==> src/rtl/eth_params.svh <==
`ifndef ETH_PARAMS_SVH
`define ETH_PARAMS_SVH

// stream data width in bits
`define ETH_DATA_WIDTH 64

// accepted destination, 192.168.10.1
`define ETH_LOCAL_IP 32'hc0a80a01

// accepted udp destination port
`define ETH_LOCAL_PORT 16'h4002

`define ETH_CNT_WIDTH 16

`endif
==> src/rtl/eth_hdr_pkg.sv <==
package eth_hdr_pkg;

	// per-frame result, priority order in the parser
	typedef enum logic [2:0] {
		V_ACCEPT,
		V_NOT_IPV4,
		V_BAD_HEADER,
		V_BAD_CSUM,
		V_NOT_OURS
	} verdict_t;

	typedef enum logic [1:0] {
		P_IDLE,
		P_HDR,
		P_PAYLOAD
	} parse_state_t;

	// fields pulled from the eth, ipv4 and udp headers
	typedef struct packed {
		logic [15:0] ethertype;
		logic [3:0]  ip_version;
		logic [3:0]  ip_ihl;
		logic [7:0]  ip_protocol;
		logic [31:0] ip_src;
		logic [31:0] ip_dst;
		logic [15:0] udp_src;
		logic [15:0] udp_dst;
		logic [15:0] udp_len;
		verdict_t    verdict;
	} frame_info_t;

endpackage

==> src/rtl/eth_stream_pkg.sv <==
`include "eth_params.svh"

package eth_stream_pkg;

	// one beat of the rx byte stream, frame byte 0 sits in data[7:0]
	typedef struct packed {
		logic                           valid;
		logic                           last;
		logic [`ETH_DATA_WIDTH/8-1:0]   keep;
		logic [`ETH_DATA_WIDTH-1:0]     data;
		logic                           user;
	} axis_beat_t;

	// big-endian word to little-endian byte lanes
	function automatic logic [63:0] endian_conv64(input logic [63:0] d);
		logic [63:0] r;
		for (int i = 0; i < 8; i++) begin
			r[8*i +: 8] = d[8*(7-i) +: 8];
		end
		return r;
	endfunction

	// keep written msb-first becomes lane order
	function automatic logic [7:0] reverse8(input logic [7:0] k);
		logic [7:0] r;
		for (int i = 0; i < 8; i++) begin
			r[i] = k[7-i];
		end
		return r;
	endfunction

endpackage

==> src/rtl/eth_rx_top.sv <==
`timescale 1ns/100ps

`include "eth_params.svh"

module eth_rx_top (
	input  logic                       eth_clk,
	input  logic                       sys_rst,
	input  logic [1:0]                 gen_sel,
	input  logic                       gen_req,
	output logic                       gen_ack,
	output eth_hdr_pkg::frame_info_t   rpt_info,
	output logic                       rpt_req,
	input  logic                       rpt_ack,
	output logic [`ETH_CNT_WIDTH-1:0]  frames_ok,
	output logic [`ETH_CNT_WIDTH-1:0]  frames_bad,
	output logic [`ETH_CNT_WIDTH-1:0]  drop_count
);

	eth_stream_pkg::axis_beat_t rx_beat;
	eth_hdr_pkg::frame_info_t   frame_info;
	logic                       info_valid;

	// stored frame player, no back-pressure
	eth_frame_source u_source (
		.eth_clk (eth_clk),
		.sys_rst (sys_rst),
		.gen_sel (gen_sel),
		.gen_req (gen_req),
		.gen_ack (gen_ack),
		.rx_beat (rx_beat)
	);

	eth_hdr_parser u_parser (
		.eth_clk    (eth_clk),
		.sys_rst    (sys_rst),
		.rx_beat    (rx_beat),
		.frame_info (frame_info),
		.info_valid (info_valid)
	);

	frame_report u_report (
		.eth_clk    (eth_clk),
		.sys_rst    (sys_rst),
		.frame_info (frame_info),
		.info_valid (info_valid),
		.rpt_info   (rpt_info),
		.rpt_req    (rpt_req),
		.rpt_ack    (rpt_ack),
		.frames_ok  (frames_ok),
		.frames_bad (frames_bad),
		.drop_count (drop_count)
	);

endmodule

==> src/rtl/frame_report.sv <==
`timescale 1ns/100ps

`include "eth_params.svh"

module frame_report (
	input  logic                           eth_clk,
	input  logic                           sys_rst,
	input  eth_hdr_pkg::frame_info_t       frame_info,
	input  logic                           info_valid,
	output eth_hdr_pkg::frame_info_t       rpt_info,
	output logic                           rpt_req,
	input  logic                           rpt_ack,
	output logic [`ETH_CNT_WIDTH-1:0]      frames_ok,
	output logic [`ETH_CNT_WIDTH-1:0]      frames_bad,
	output logic [`ETH_CNT_WIDTH-1:0]      drop_count
);

	typedef enum logic [1:0] {
		R_EMPTY,
		R_OFFER,
		R_RELEASE
	} rpt_state_t;

	rpt_state_t state;

	// counters stick at all ones
	function automatic logic [`ETH_CNT_WIDTH-1:0] sat_inc(input logic [`ETH_CNT_WIDTH-1:0] c);
		return (&c) ? c : c + 1'b1;
	endfunction

	always_ff @(posedge eth_clk) begin
		if (sys_rst) begin
			state <= R_EMPTY;
			frames_ok <= '0;
			frames_bad <= '0;
			drop_count <= '0;
		end else begin
			case (state)
			R_EMPTY: begin
				if (info_valid) begin
					state <= R_OFFER;
					if (frame_info.verdict == eth_hdr_pkg::V_ACCEPT) begin
						frames_ok <= sat_inc(frames_ok);
					end else begin
						frames_bad <= sat_inc(frames_bad);
					end
				end
			end
			R_OFFER: begin
				if (rpt_ack) begin
					state <= R_RELEASE;
				end
			end
			// slot frees once ack is back low
			R_RELEASE: begin
				if (!rpt_ack) begin
					state <= R_EMPTY;
				end
			end
			default: state <= R_EMPTY;
			endcase
			// slot busy, this result is lost
			if (info_valid && state != R_EMPTY) begin
				drop_count <= sat_inc(drop_count);
			end
		end
	end

	always_ff @(posedge eth_clk) begin
		if (state == R_EMPTY && info_valid) begin
			rpt_info <= frame_info;
		end
	end

	assign rpt_req = (state == R_OFFER);

endmodule

==> src/rtl/eth_hdr_parser.sv <==
`timescale 1ns/100ps

`include "eth_params.svh"

module eth_hdr_parser (
	input  logic                       eth_clk,
	input  logic                       sys_rst,
	input  eth_stream_pkg::axis_beat_t rx_beat,
	output eth_hdr_pkg::frame_info_t   frame_info,
	output logic                       info_valid
);

	eth_hdr_pkg::parse_state_t state;
	eth_hdr_pkg::frame_info_t  hdr;
	eth_hdr_pkg::verdict_t     verdict;
	logic [7:0]                beat_cnt;
	logic [19:0]               csum;
	logic [17:0]               beat_sum;
	logic [16:0]               fold1;
	logic [15:0]               fold2;

	// network-order word from lanes l and l+1
	function automatic logic [15:0] lane_word(input logic [63:0] d, input int unsigned l);
		return {d[8*l +: 8], d[8*l+8 +: 8]};
	endfunction

	// ip header words in this beat, bytes 14 to 33 of the frame
	always_comb begin
		case (beat_cnt)
		8'd1: beat_sum = 18'(lane_word(rx_beat.data, 6));
		8'd2, 8'd3: begin
			beat_sum = 18'(lane_word(rx_beat.data, 0)) + 18'(lane_word(rx_beat.data, 2))
				+ 18'(lane_word(rx_beat.data, 4)) + 18'(lane_word(rx_beat.data, 6));
		end
		8'd4: beat_sum = 18'(lane_word(rx_beat.data, 0));
		default: beat_sum = '0;
		endcase
	end

	// end-around carry fold and priority verdict
	always_comb begin
		fold1 = {1'b0, csum[15:0]} + 17'(csum[19:16]);
		fold2 = fold1[15:0] + 16'(fold1[16]);
		if (hdr.ethertype != 16'h0800) begin
			verdict = eth_hdr_pkg::V_NOT_IPV4;
		end else if (state != eth_hdr_pkg::P_PAYLOAD || hdr.ip_version != 4'd4
			|| hdr.ip_ihl != 4'd5 || hdr.ip_protocol != 8'd17) begin
			verdict = eth_hdr_pkg::V_BAD_HEADER;
		end else if (fold2 != 16'hffff) begin
			verdict = eth_hdr_pkg::V_BAD_CSUM;
		end else if (hdr.ip_dst != `ETH_LOCAL_IP || hdr.udp_dst != `ETH_LOCAL_PORT) begin
			verdict = eth_hdr_pkg::V_NOT_OURS;
		end else begin
			verdict = eth_hdr_pkg::V_ACCEPT;
		end
	end

	always_ff @(posedge eth_clk) begin
		if (sys_rst) begin
			state <= eth_hdr_pkg::P_IDLE;
			beat_cnt <= '0;
			info_valid <= 1'b0;
		end else begin
			info_valid <= 1'b0;
			if (rx_beat.valid) begin
				if (beat_cnt != 8'hff) begin
					beat_cnt <= beat_cnt + 8'd1;
				end
				case (state)
				eth_hdr_pkg::P_IDLE: state <= eth_hdr_pkg::P_HDR;
				eth_hdr_pkg::P_HDR: begin
					if (beat_cnt == 8'd4) begin
						state <= eth_hdr_pkg::P_PAYLOAD;
					end
				end
				default: ;
				endcase
				// end of frame, result goes out next cycle
				if (rx_beat.last) begin
					state <= eth_hdr_pkg::P_IDLE;
					beat_cnt <= '0;
					info_valid <= 1'b1;
				end
			end
		end
	end

	// header fields and running checksum
	always_ff @(posedge eth_clk) begin
		if (rx_beat.valid) begin
			if (state == eth_hdr_pkg::P_IDLE) begin
				hdr <= '0;
				csum <= '0;
			end else begin
				csum <= csum + 20'(beat_sum);
			end
			if (state == eth_hdr_pkg::P_HDR) begin
				case (beat_cnt)
				8'd1: begin
					hdr.ethertype <= lane_word(rx_beat.data, 4);
					hdr.ip_version <= rx_beat.data[55:52];
					hdr.ip_ihl <= rx_beat.data[51:48];
				end
				8'd2: hdr.ip_protocol <= rx_beat.data[63:56];
				8'd3: begin
					hdr.ip_src <= {lane_word(rx_beat.data, 2), lane_word(rx_beat.data, 4)};
					hdr.ip_dst[31:16] <= lane_word(rx_beat.data, 6);
				end
				8'd4: begin
					hdr.ip_dst[15:0] <= lane_word(rx_beat.data, 0);
					hdr.udp_src <= lane_word(rx_beat.data, 2);
					hdr.udp_dst <= lane_word(rx_beat.data, 4);
					hdr.udp_len <= lane_word(rx_beat.data, 6);
				end
				default: ;
				endcase
			end
			if (rx_beat.last) begin
				frame_info <= hdr;
				frame_info.verdict <= verdict;
			end
		end
	end

endmodule

==> src/rtl/eth_frame_source.sv <==
`timescale 1ns/100ps

`include "eth_params.svh"

module eth_frame_source (
	input  logic                       eth_clk,
	input  logic                       sys_rst,
	input  logic [1:0]                 gen_sel,
	input  logic                       gen_req,
	output logic                       gen_ack,
	output eth_stream_pkg::axis_beat_t rx_beat
);

	typedef enum logic [1:0] {
		S_IDLE,
		S_ARM,
		S_PLAY,
		S_DONE
	} src_state_t;

	src_state_t                   state;
	logic [1:0]                   sel_q;
	logic [2:0]                   beat_idx;
	logic [`ETH_DATA_WIDTH-1:0]   be_data;
	logic [`ETH_DATA_WIDTH/8-1:0] be_keep;
	logic                         be_last;
	logic                         be_hit;

	always_ff @(posedge eth_clk) begin
		if (sys_rst) begin
			state <= S_IDLE;
			beat_idx <= '0;
		end else begin
			case (state)
			S_IDLE: begin
				if (gen_req) begin
					state <= S_ARM;
				end
			end
			S_ARM: begin
				beat_idx <= '0;
				state <= S_PLAY;
			end
			S_PLAY: begin
				beat_idx <= beat_idx + 3'd1;
				if (be_last || !be_hit) begin
					state <= S_DONE;
				end
			end
			// hold ack until the requester lets go
			S_DONE: begin
				if (!gen_req) begin
					state <= S_IDLE;
				end
			end
			default: state <= S_IDLE;
			endcase
		end
	end

	// frame choice is stable while gen_req is high
	always_ff @(posedge eth_clk) begin
		if (state == S_IDLE && gen_req) begin
			sel_q <= gen_sel;
		end
	end

	assign gen_ack = (state == S_DONE);

	// stored frames, big-endian words with msb-first keep
	always_comb begin
		case ({sel_q, beat_idx})
		5'b00_000: {be_hit, be_last, be_keep, be_data} = {2'b10, 8'hff, 64'h00112233_4455a036};
		5'b00_001: {be_hit, be_last, be_keep, be_data} = {2'b10, 8'hff, 64'h9f28ae9c_08004500};
		5'b00_010: {be_hit, be_last, be_keep, be_data} = {2'b10, 8'hff, 64'h0022f1d3_0000ff11};
		5'b00_011: {be_hit, be_last, be_keep, be_data} = {2'b10, 8'hff, 64'h34a2c0a8_0a03c0a8};
		5'b00_100: {be_hit, be_last, be_keep, be_data} = {2'b10, 8'hff, 64'h0a014002_4002000e};
		5'b00_101: {be_hit, be_last, be_keep, be_data} = {2'b11, 8'hff, 64'h00001107_33330000};
		// version/ihl byte 46
		5'b01_000: {be_hit, be_last, be_keep, be_data} = {2'b10, 8'hff, 64'h90e2ba5d_8dc90011};
		5'b01_001: {be_hit, be_last, be_keep, be_data} = {2'b10, 8'hff, 64'h22334455_08004600};
		5'b01_010: {be_hit, be_last, be_keep, be_data} = {2'b10, 8'hff, 64'h002e0000_00004011};
		5'b01_011: {be_hit, be_last, be_keep, be_data} = {2'b10, 8'hff, 64'he36ac0a8_0a03c0a8};
		5'b01_100: {be_hit, be_last, be_keep, be_data} = {2'b10, 8'hff, 64'h0a013776_3776001a};
		5'b01_101: {be_hit, be_last, be_keep, be_data} = {2'b10, 8'hff, 64'h0000001a_5249c267};
		5'b01_110: {be_hit, be_last, be_keep, be_data} = {2'b10, 8'hff, 64'h00000001_00000003};
		5'b01_111: {be_hit, be_last, be_keep, be_data} = {2'b11, 8'hf0, 64'hc0004000_00000000};
		// checksum e56a matches the 10.3 -> 10.1 addresses
		5'b10_000: {be_hit, be_last, be_keep, be_data} = {2'b10, 8'hff, 64'h90e2ba5d_8dc90011};
		5'b10_001: {be_hit, be_last, be_keep, be_data} = {2'b10, 8'hff, 64'h22334455_08004500};
		5'b10_010: {be_hit, be_last, be_keep, be_data} = {2'b10, 8'hff, 64'h002e0000_00004011};
		5'b10_011: {be_hit, be_last, be_keep, be_data} = {2'b10, 8'hff, 64'he56ac0a8_0a03c0a8};
		5'b10_100: {be_hit, be_last, be_keep, be_data} = {2'b10, 8'hff, 64'h0a013776_3776001a};
		5'b10_101: {be_hit, be_last, be_keep, be_data} = {2'b10, 8'hff, 64'h0000001a_5249c267};
		5'b10_110: {be_hit, be_last, be_keep, be_data} = {2'b10, 8'hff, 64'h00000001_00000003};
		5'b10_111: {be_hit, be_last, be_keep, be_data} = {2'b11, 8'hf0, 64'hc0004000_00000000};
		// frame 0 with a corrupted checksum low byte
		5'b11_000: {be_hit, be_last, be_keep, be_data} = {2'b10, 8'hff, 64'h00112233_4455a036};
		5'b11_001: {be_hit, be_last, be_keep, be_data} = {2'b10, 8'hff, 64'h9f28ae9c_08004500};
		5'b11_010: {be_hit, be_last, be_keep, be_data} = {2'b10, 8'hff, 64'h0022f1d3_0000ff11};
		5'b11_011: {be_hit, be_last, be_keep, be_data} = {2'b10, 8'hff, 64'h345dc0a8_0a03c0a8};
		5'b11_100: {be_hit, be_last, be_keep, be_data} = {2'b10, 8'hff, 64'h0a014002_4002000e};
		5'b11_101: {be_hit, be_last, be_keep, be_data} = {2'b11, 8'hff, 64'h00001107_33330000};
		default:   {be_hit, be_last, be_keep, be_data} = '0;
		endcase
	end

	// lane 0 carries the first byte on the wire
	always_comb begin
		rx_beat = '0;
		if (state == S_PLAY && be_hit) begin
			rx_beat.valid = 1'b1;
			rx_beat.last = be_last;
			rx_beat.keep = eth_stream_pkg::reverse8(be_keep);
			rx_beat.data = eth_stream_pkg::endian_conv64(be_data);
		end
	end

endmodule

==> config.mk <==
export PLATFORM = sky130hd
export DESIGN_NAME = eth_rx_top
export DESIGN_NICKNAME = d
export VERILOG_FILES = /design/src/rtl/eth_hdr_pkg.sv /design/src/rtl/eth_stream_pkg.sv /design/src/rtl/eth_rx_top.sv /design/src/rtl/frame_report.sv /design/src/rtl/eth_hdr_parser.sv /design/src/rtl/eth_frame_source.sv
export VERILOG_INCLUDE_DIRS = /design/src /design/src/rtl
export SDC_FILE = /design/constraint.sdc
export NUM_CORES = 1
export LEC_CHECK = 0
export ABC_AREA = 0
export BUFFER_PORTS_ARGS = -buffer_cell sky130_fd_sc_hd__buf_2
export CAP_MARGIN = 20
export CORE_ASPECT_RATIO = 1.5
export CORE_UTILIZATION = 62
export CTS_BUF_LIST = sky130_fd_sc_hd__clkbuf_4 sky130_fd_sc_hd__clkbuf_8
export CTS_CLUSTER_DIAMETER = 30
export DETAILED_ROUTE_END_ITERATION = 7
export GPL_TIMING_DRIVEN = 1
export PLACE_DENSITY = 0.91
export SYNTH_ARGS = -nofsm -noshare
export SYNTH_HDL_FRONTEND = slang
export SYNTH_SLANG_ARGS = --single-unit
==> constraint.sdc <==
create_clock -name eth_clk -period 10.65 [get_ports eth_clk]
set_input_delay 2.13 -clock eth_clk [delete_from_list [all_inputs] [get_ports eth_clk]]
set_output_delay 2.13 -clock eth_clk [all_outputs]
set_load 0.1 [all_outputs]
* Yosys cells after proc, flatten, opt, wreduce, memory -nomap -nowiden
Memories as Yosys holds them, arrays and structs flattened. Cells that the tools add are included.
Cells by class: add/sub/neg operators 11, equal/unequal tests 26, multiplexer cells 26, bitwise operators 5, reduce and logical (&&, ||, !) cells 32
Operator list (number):
- $mux 147 | 1
- $mux 144 | 1
- $mux 74 | 1
- $mux 64 | 1
- $pmux 18 s3 | 1
- $add 16x1->16 const B | 3
- $mux 48 | 1
- $reduce_and 16->1 | 3
- $add 18x16->18 | 2
- $ne 32x32->1 const B | 1
- $mux 24 | 1
- $mux 8 | 3
- $add 20x18->20 | 1
- $mux 2 | 10
- $add 16x16->17 | 1
- $add 16x4->17 | 1
- $add 16x1->16 | 1
- $eq 8x2->1 const B | 2
- $ne 16x12->1 const B | 1
- $ne 16x15->1 const B | 1
- $ne 16x16->1 const B | 1
- $ne 2x2->1 const B | 5
- $reduce_and 3->1 | 3
- $add 8x1->8 const B | 1
- 28 further kinds | 53
Storage, ports and cells: flip-flop bits (word level) 526, ROM bits 2368, output and inout bits 197, word-level logic and storage cells 142, memories kept 1
Memories:
- (name not given) | depth 32, width 74, rd ports 1, clocked after Yosys merged registers in 0, write ports 0, RTL line eth_frame_source.sv:72 | case ({sel_q, beat_idx})

* Depth between registers and ports, before layout
word-level depth 8, depth in mapped cells 37, depth with buffers taken out 36

* Hierarchy
A second synthesis with hierarchy kept.
Unflattened totals: cells, all modules 2053, area, all modules 24272.0 µm²
By module, submodules not included:
- eth_hdr_parser | instances 1, cells an instance 1354, area each 15751.4 µm², seq. area each 9559.2 µm²
- frame_report | instances 1, cells an instance 446, area each 6965.4 µm², seq. area each 5415.2 µm²
- eth_frame_source | instances 1, cells an instance 253, area each 1555.2 µm², seq. area each 160.2 µm²

* Worst setup path before layout
OpenSTA, ideal clock, no wires.
kind reg-to-reg, start register u_source.sel_q[0], end register u_parser.csum[19] (data pin), arrival time 8.162 ns, required time 10.379 ns, path slack 2.218 ns, cell stages (with the launch flop) 32, buffers on the path 2, period minus slack after synthesis 8.432 ns, cell sequence edfxtp_1 > buf_2 > xor2_2 > o21ai_1 > inv_1 > buf_2 > nand2_1 > inv_1 > ha_1 > o21a_1 > a21oi_1 > o21ai_0 > a21o_1 > a21oi_1 > o21bai_1 > a21oi_1 > xor2_1 > fa_1 > inv_1 > ha_1 > a21o_1 > a21oi_1 > o221ai_1 > o41ai_1 > xor2_1 > o221ai_1 > ha_1 > and3_1 > a221oi_1 > o211ai_1 > xnor2_1 > nor2_1
Between the ends: cells in the longest elaborated chain, start to end 8
Ends and longest elaborated chain:
- start: declaration | RTL line eth_frame_source.sv:22 | logic [1:0] sel_q;
- start signal: assignment | RTL line eth_frame_source.sv:64 | sel_q <= gen_sel;
- $mem_v2 32x74 (*)
- $logic_and 1x1->1 | RTL line eth_frame_source.sv:111 | if (state == S_PLAY && be_hit) begin
- $mux 74 (*) | RTL line eth_frame_source.sv:111
- $add 16x16->17 | RTL line eth_hdr_parser.sv:32 | beat_sum = 18'(lane_word(rx_beat.data, 0)) + 18'(lane_word(rx_beat.data, 2))
- $add 18x16->18 (2 in a row) | RTL line eth_hdr_parser.sv:33 | + 18'(lane_word(rx_beat.data, 4)) + 18'(lane_word(rx_beat.data, 6));
- $pmux 18 s3 (*) | RTL line eth_hdr_parser.sv:29 | case (beat_cnt)
- $add 20x18->20 (*) | RTL line eth_hdr_parser.sv:95 | csum <= csum + 20'(beat_sum);
- end signal: assignment | RTL line eth_hdr_parser.sv:95
- end: declaration | RTL line eth_hdr_parser.sv:17 | logic [19:0] csum;
Mark *: on every way between the ends. The rest lies on a longest branch, timed or not. A chain may end at the register's enable or synchronous reset.

* Final worst setup path
start register u_source.state[0], end register u_parser.csum[19] (data pin)
Between the ends: cells in the longest elaborated chain, start to end 8
Ends and longest elaborated chain:
- start: declaration | RTL line eth_frame_source.sv:21 | src_state_t state;
- start signal: assignment | RTL line eth_frame_source.sv:31 | state <= S_IDLE;
- start signal: assignment | RTL line eth_frame_source.sv:37 | state <= S_ARM;
- start signal: assignment | RTL line eth_frame_source.sv:42 | state <= S_PLAY;
- $eq 2x2->1 (*) | RTL line eth_frame_source.sv:111
- $logic_and 1x1->1 (*) | RTL line eth_frame_source.sv:111
- $mux 74 (*) | RTL line eth_frame_source.sv:111
- $add 16x16->17 | RTL line eth_hdr_parser.sv:32
- $add 18x16->18 (2 in a row) | RTL line eth_hdr_parser.sv:33
- $pmux 18 s3 (*) | RTL line eth_hdr_parser.sv:29
- $add 20x18->20 (*) | RTL line eth_hdr_parser.sv:95
Marked as above.

==> impl_results.md <==
- Status: finished clean
- Core area: ~38000 sq um
- CTS root buf: clkbuf_8
- Sequential fraction of the synthesis area: 0.6351
- Vias in the first global route: 17030
- Net count, final: 2273
- Reg2Reg Setup Slack: around 2.4 ns
- Reg2reg path depth: 32
- Number of register bits inferred by synthesis: between 500 and 600
- Fill cells: 2404
- Crit Reg-Reg Startpoint: u_source.state[0]
- Pin count of the biggest net entering global routing: 80
- Min-Delay Path Class: reg -> reg
- Area grow syn2layout: 13.16%
- Final setup vio count: 0
- Worst-case hold path end point: u_report.rpt_info[92]
- GRT Total Usage: 0.3409
- Routed Antenna Nets: 0
- Port-buffer cells: about 200
- Synth unique cells: between 70 and 80
- Postcts setup bufs: 0
- Most used DFF post-synth: edfxtp_1
- Setup ws final: ~2.4 ns
- Min-delay src: u_parser.frame_info[92]
- Via count: roughly 18000
- Worst hold path depth: 0
- First-pass GRT wire length: 99.59 mm
- Drt first pass iters: 7
- Die Ht: about 240 microns
- Unrepaired setup endpoints after global routing: false
- Clk pin slew, worst setup/hold paths: 0.09 ns
- Initial core utilization: 0.6309
- Grt ovf: 0
- Initial antenna violation count: 3
- Via-per-instance ratio: 6.478
- Worst-margin pin slew: 1.159 ns
- Yosys Warn Count: 0
- Final Critical Period: 8.283 ns
- Hpwl dp: ~45 mm
- Dominant cell type by area after synthesis: edfxtp_1
- Final hold vios: 0
- Fmax: roughly 0.12 GHz
- WP data arrival: 8.68 ns
- GPL Wtd Cong: 0.9718
- Worst Path Required: between 10 and 15 ns
- Layout cells sized above 1: 0.1753
- Cell Int Power: 0.003750 W
- Avg Inst Size Synth: approximately 12 sq um
- Non-Filler Cell Area, Final: roughly 27000 sq um
- Crit path kind: reg -> reg
- Clock share of power: 0.299
- Clock sinks: 526
- Slowest-stage cell, CP: ha_1
- Max H-tree Level: 3
- Footprint of the multi-input gates: between 8000 and 9000 sq um
- Power Dens Cells: approximately 210 nW/um^2
- Post-synth EDFFs: 460
- Max FO, Critical Path: 27
- Max Cap Violations: 0
- Longest Clk Path Bufs: 3
- Number of buffers created by CTS: 76
- DP Area: about 25000 sq um
- Post-synth top area share: 0.5797
- Post-synthesis cell count: 1946
- Die Wd: 162.1 microns
- NetSw: around 0.0018 W
- Slowest stage delay, CP: between 0.7 and 0.8 ns
- Async S/R FF share, synth: 0
- Seq pwr share: 0.488
- Post_cts resized: 0
- Max Clock Skew: roughly 0.075 ns
- Worst IR Drop VDD: between 150 and 200 uV
- Setup TNS: 0 ns
- Slew headroom: 0.2275
- Remaining DRCs: 0
- Synth top area cells: edfxtp_1 58%, dfxtp_1 5.5%, ha_1 4.0%, o21ai_0 2.9%, a22o_1 2.9%
- Die ar.: roughly 40000 sq um
- Comb power frac: 0.213
- Count leader, synth: edfxtp_1
- Crit Reg-Reg Endpoint: u_parser.csum[19]
- # IOs: roughly 200
- TritonCTS clock tree: built
- Post-synth top cells: 460 x edfxtp_1, 181 x nand2_1, 138 x o21ai_0, 136 x nor2_1, 109 x nand3_1
- # hold bufs at CTS: 0
- Crit path from: u_source.state[0]
- # rows: 87
- 1st-iter DRT viols: 1870
- Pins Over Slew Limit: 0
- Worst path most repeated cell: ha_1
- DRT Wirelength: approximately 67 mm
- WL per Instance: around 25 microns
- Setup crit start kind: register
- Worst skew pair latency: about 0.7 ns
- CP Capture Type: register
- Netlist Area Pre-Place: about 24000 sq um
- DP Worst Slack: 2.601 ns
- Switching part of the total power: 0.3291
- Leak: 10.11 nW
- Final total power: 0.005590 W
- Final Cycle Share: 0.7777
- Post-synth net total: between 2000 and 2500
- Reg area: 15140 sq um
[power groups by stage]
| stage | registers, W | logic [W] | clock network (W) |
|---|---|---|---|
| 3_3_place_gp | 0.00273 | 0.00110 | 0 |
| 3_5_place_dp | 0.00275 | 0.00114 | 0 |
| 2_1_floorplan | 0.00267 | 0.000815 | 0 |
| 4_1_cts | 0.00271 | 0.00116 | 0.00168 |
| 5_1_grt | 0.00273 | 0.00128 | 0.00176 |
| 6_report | 0.00273 | 0.00119 | 0.00167 |
[logic make-up (layout without fill, tap and decap cells)]
family / after synthesis / in the layout / synth area share
AND/OR/NAND/NOR: 594 / 594 / 0.1192
flip-flops: 526 / 526 / 0.6351
AO/OA/AOI/OAI: 460 / 460 / 0.1240
buffers and inverters: 174 / 459 / 0.02814
adder cells (fa/ha/maj): 97 / 97 / 0.05723
XOR/XNOR: 83 / 83 / 0.03114
multiplexers: 12 / 12 / 0.005146
other: 0 / 1 / 0
[worst max path at each step]
stage,endpoint,slack (ns),cells after the start
final,u_parser.csum[19],2.37,32
after global routing,u_parser.csum[19],1.93,30
after CTS,u_parser.csum[19],2.55,28
after detailed placement,u_parser.csum[19],2.60,32
after global placement,u_parser.csum[19],2.71,28
after floorplan,u_parser.csum[19],2.22,31
[critical path: cells and delay by family, from the launching register on]
family,cells,cell delay (ns)
DFF,1,0.32
xor gates and xnor gates,2,0.34
adders and majority gates,6,2.63
AOI/OAI and AO/OA,15,3.55
and+or+nand+nor,5,0.65
buffers and inverters,4,0.54
[per-layer routing]
| metal | wire (microns) | global-route usage | vias up | share of wire |
|---|---|---|---|---|
| met5 | 27 | 0 | - | 0.00040 |
| met4 | 4221 | 0.1959 | 4 | 0.063 |
| met3 | 6184 | 0.06814 | 292 | 0.093 |
| met2 | 34100 | 0.5995 | 1270 | 0.51 |
| met1 | 22180 | 0.3811 | 8378 | 0.33 |
| li1 | - | - | 7682 | - |
[flip-flops by register name, summed over array words and instances, names as in the netlist, 8 cells and up]
| name | cells |
|---|---|
| u_parser.beat_cnt | 8 |
| u_parser.frame_info | 147 |
| u_parser.hdr | 144 |
| u_parser.csum | 20 |
| u_report.frames_bad | 16 |
| u_report.frames_ok | 16 |
| u_report.drop_count | 16 |
| u_report.rpt_info | 147 |
[final cells by class]
class | count | share of cell area
multi-input combinational | 1246 | 0.2983
antenna | 1 | 0.00009280
clock buffer | 101 | 0.04761
clock inverter | 38 | 0.01086
timing repair buffer | 235 | 0.04705
sequential | 526 | 0.5613
inverter | 85 | 0.01202
tap | 489 | 0.02269
[per-stage QoR]
stage,util,cells,hold slack [ns]
after floorplan,-,1946,0.4003
after global placement,0.6714,2579,0.4013
after detailed placement,0.6714,2579,0.4045
after CTS,0.7132,2718,0.3987
after global routing,0.7139,2721,0.4029
final,0.7139,2721,0.3971
[cell usage in the layout (no fill, tap or decap), types with 16 or more instances in the layout]
| cell type | instances |
|---|---|
| edfxtp_1 | 460 |
| nand2_1 | 180 |
| nand3_1 | 108 |
| ha_1 | 77 |
| nor3_1 | 34 |
| buf_4 | 31 |
| xnor2_1 | 33 |
| nor2_1 | 135 |
| o21ai_1 | 67 |
| xor2_1 | 48 |
| and3_1 | 16 |
| a21oi_1 | 71 |
| o21ai_0 | 135 |
| nand4_1 | 18 |
| clkbuf_4 | 17 |
| fa_1 | 20 |
| dfxtp_1 | 64 |
| buf_2 | 203 |
| inv_1 | 84 |
| clkbuf_8 | 84 |
| a21o_1 | 18 |
| a22o_1 | 78 |
No activity file was read; power rests on OpenSTA's default activity.
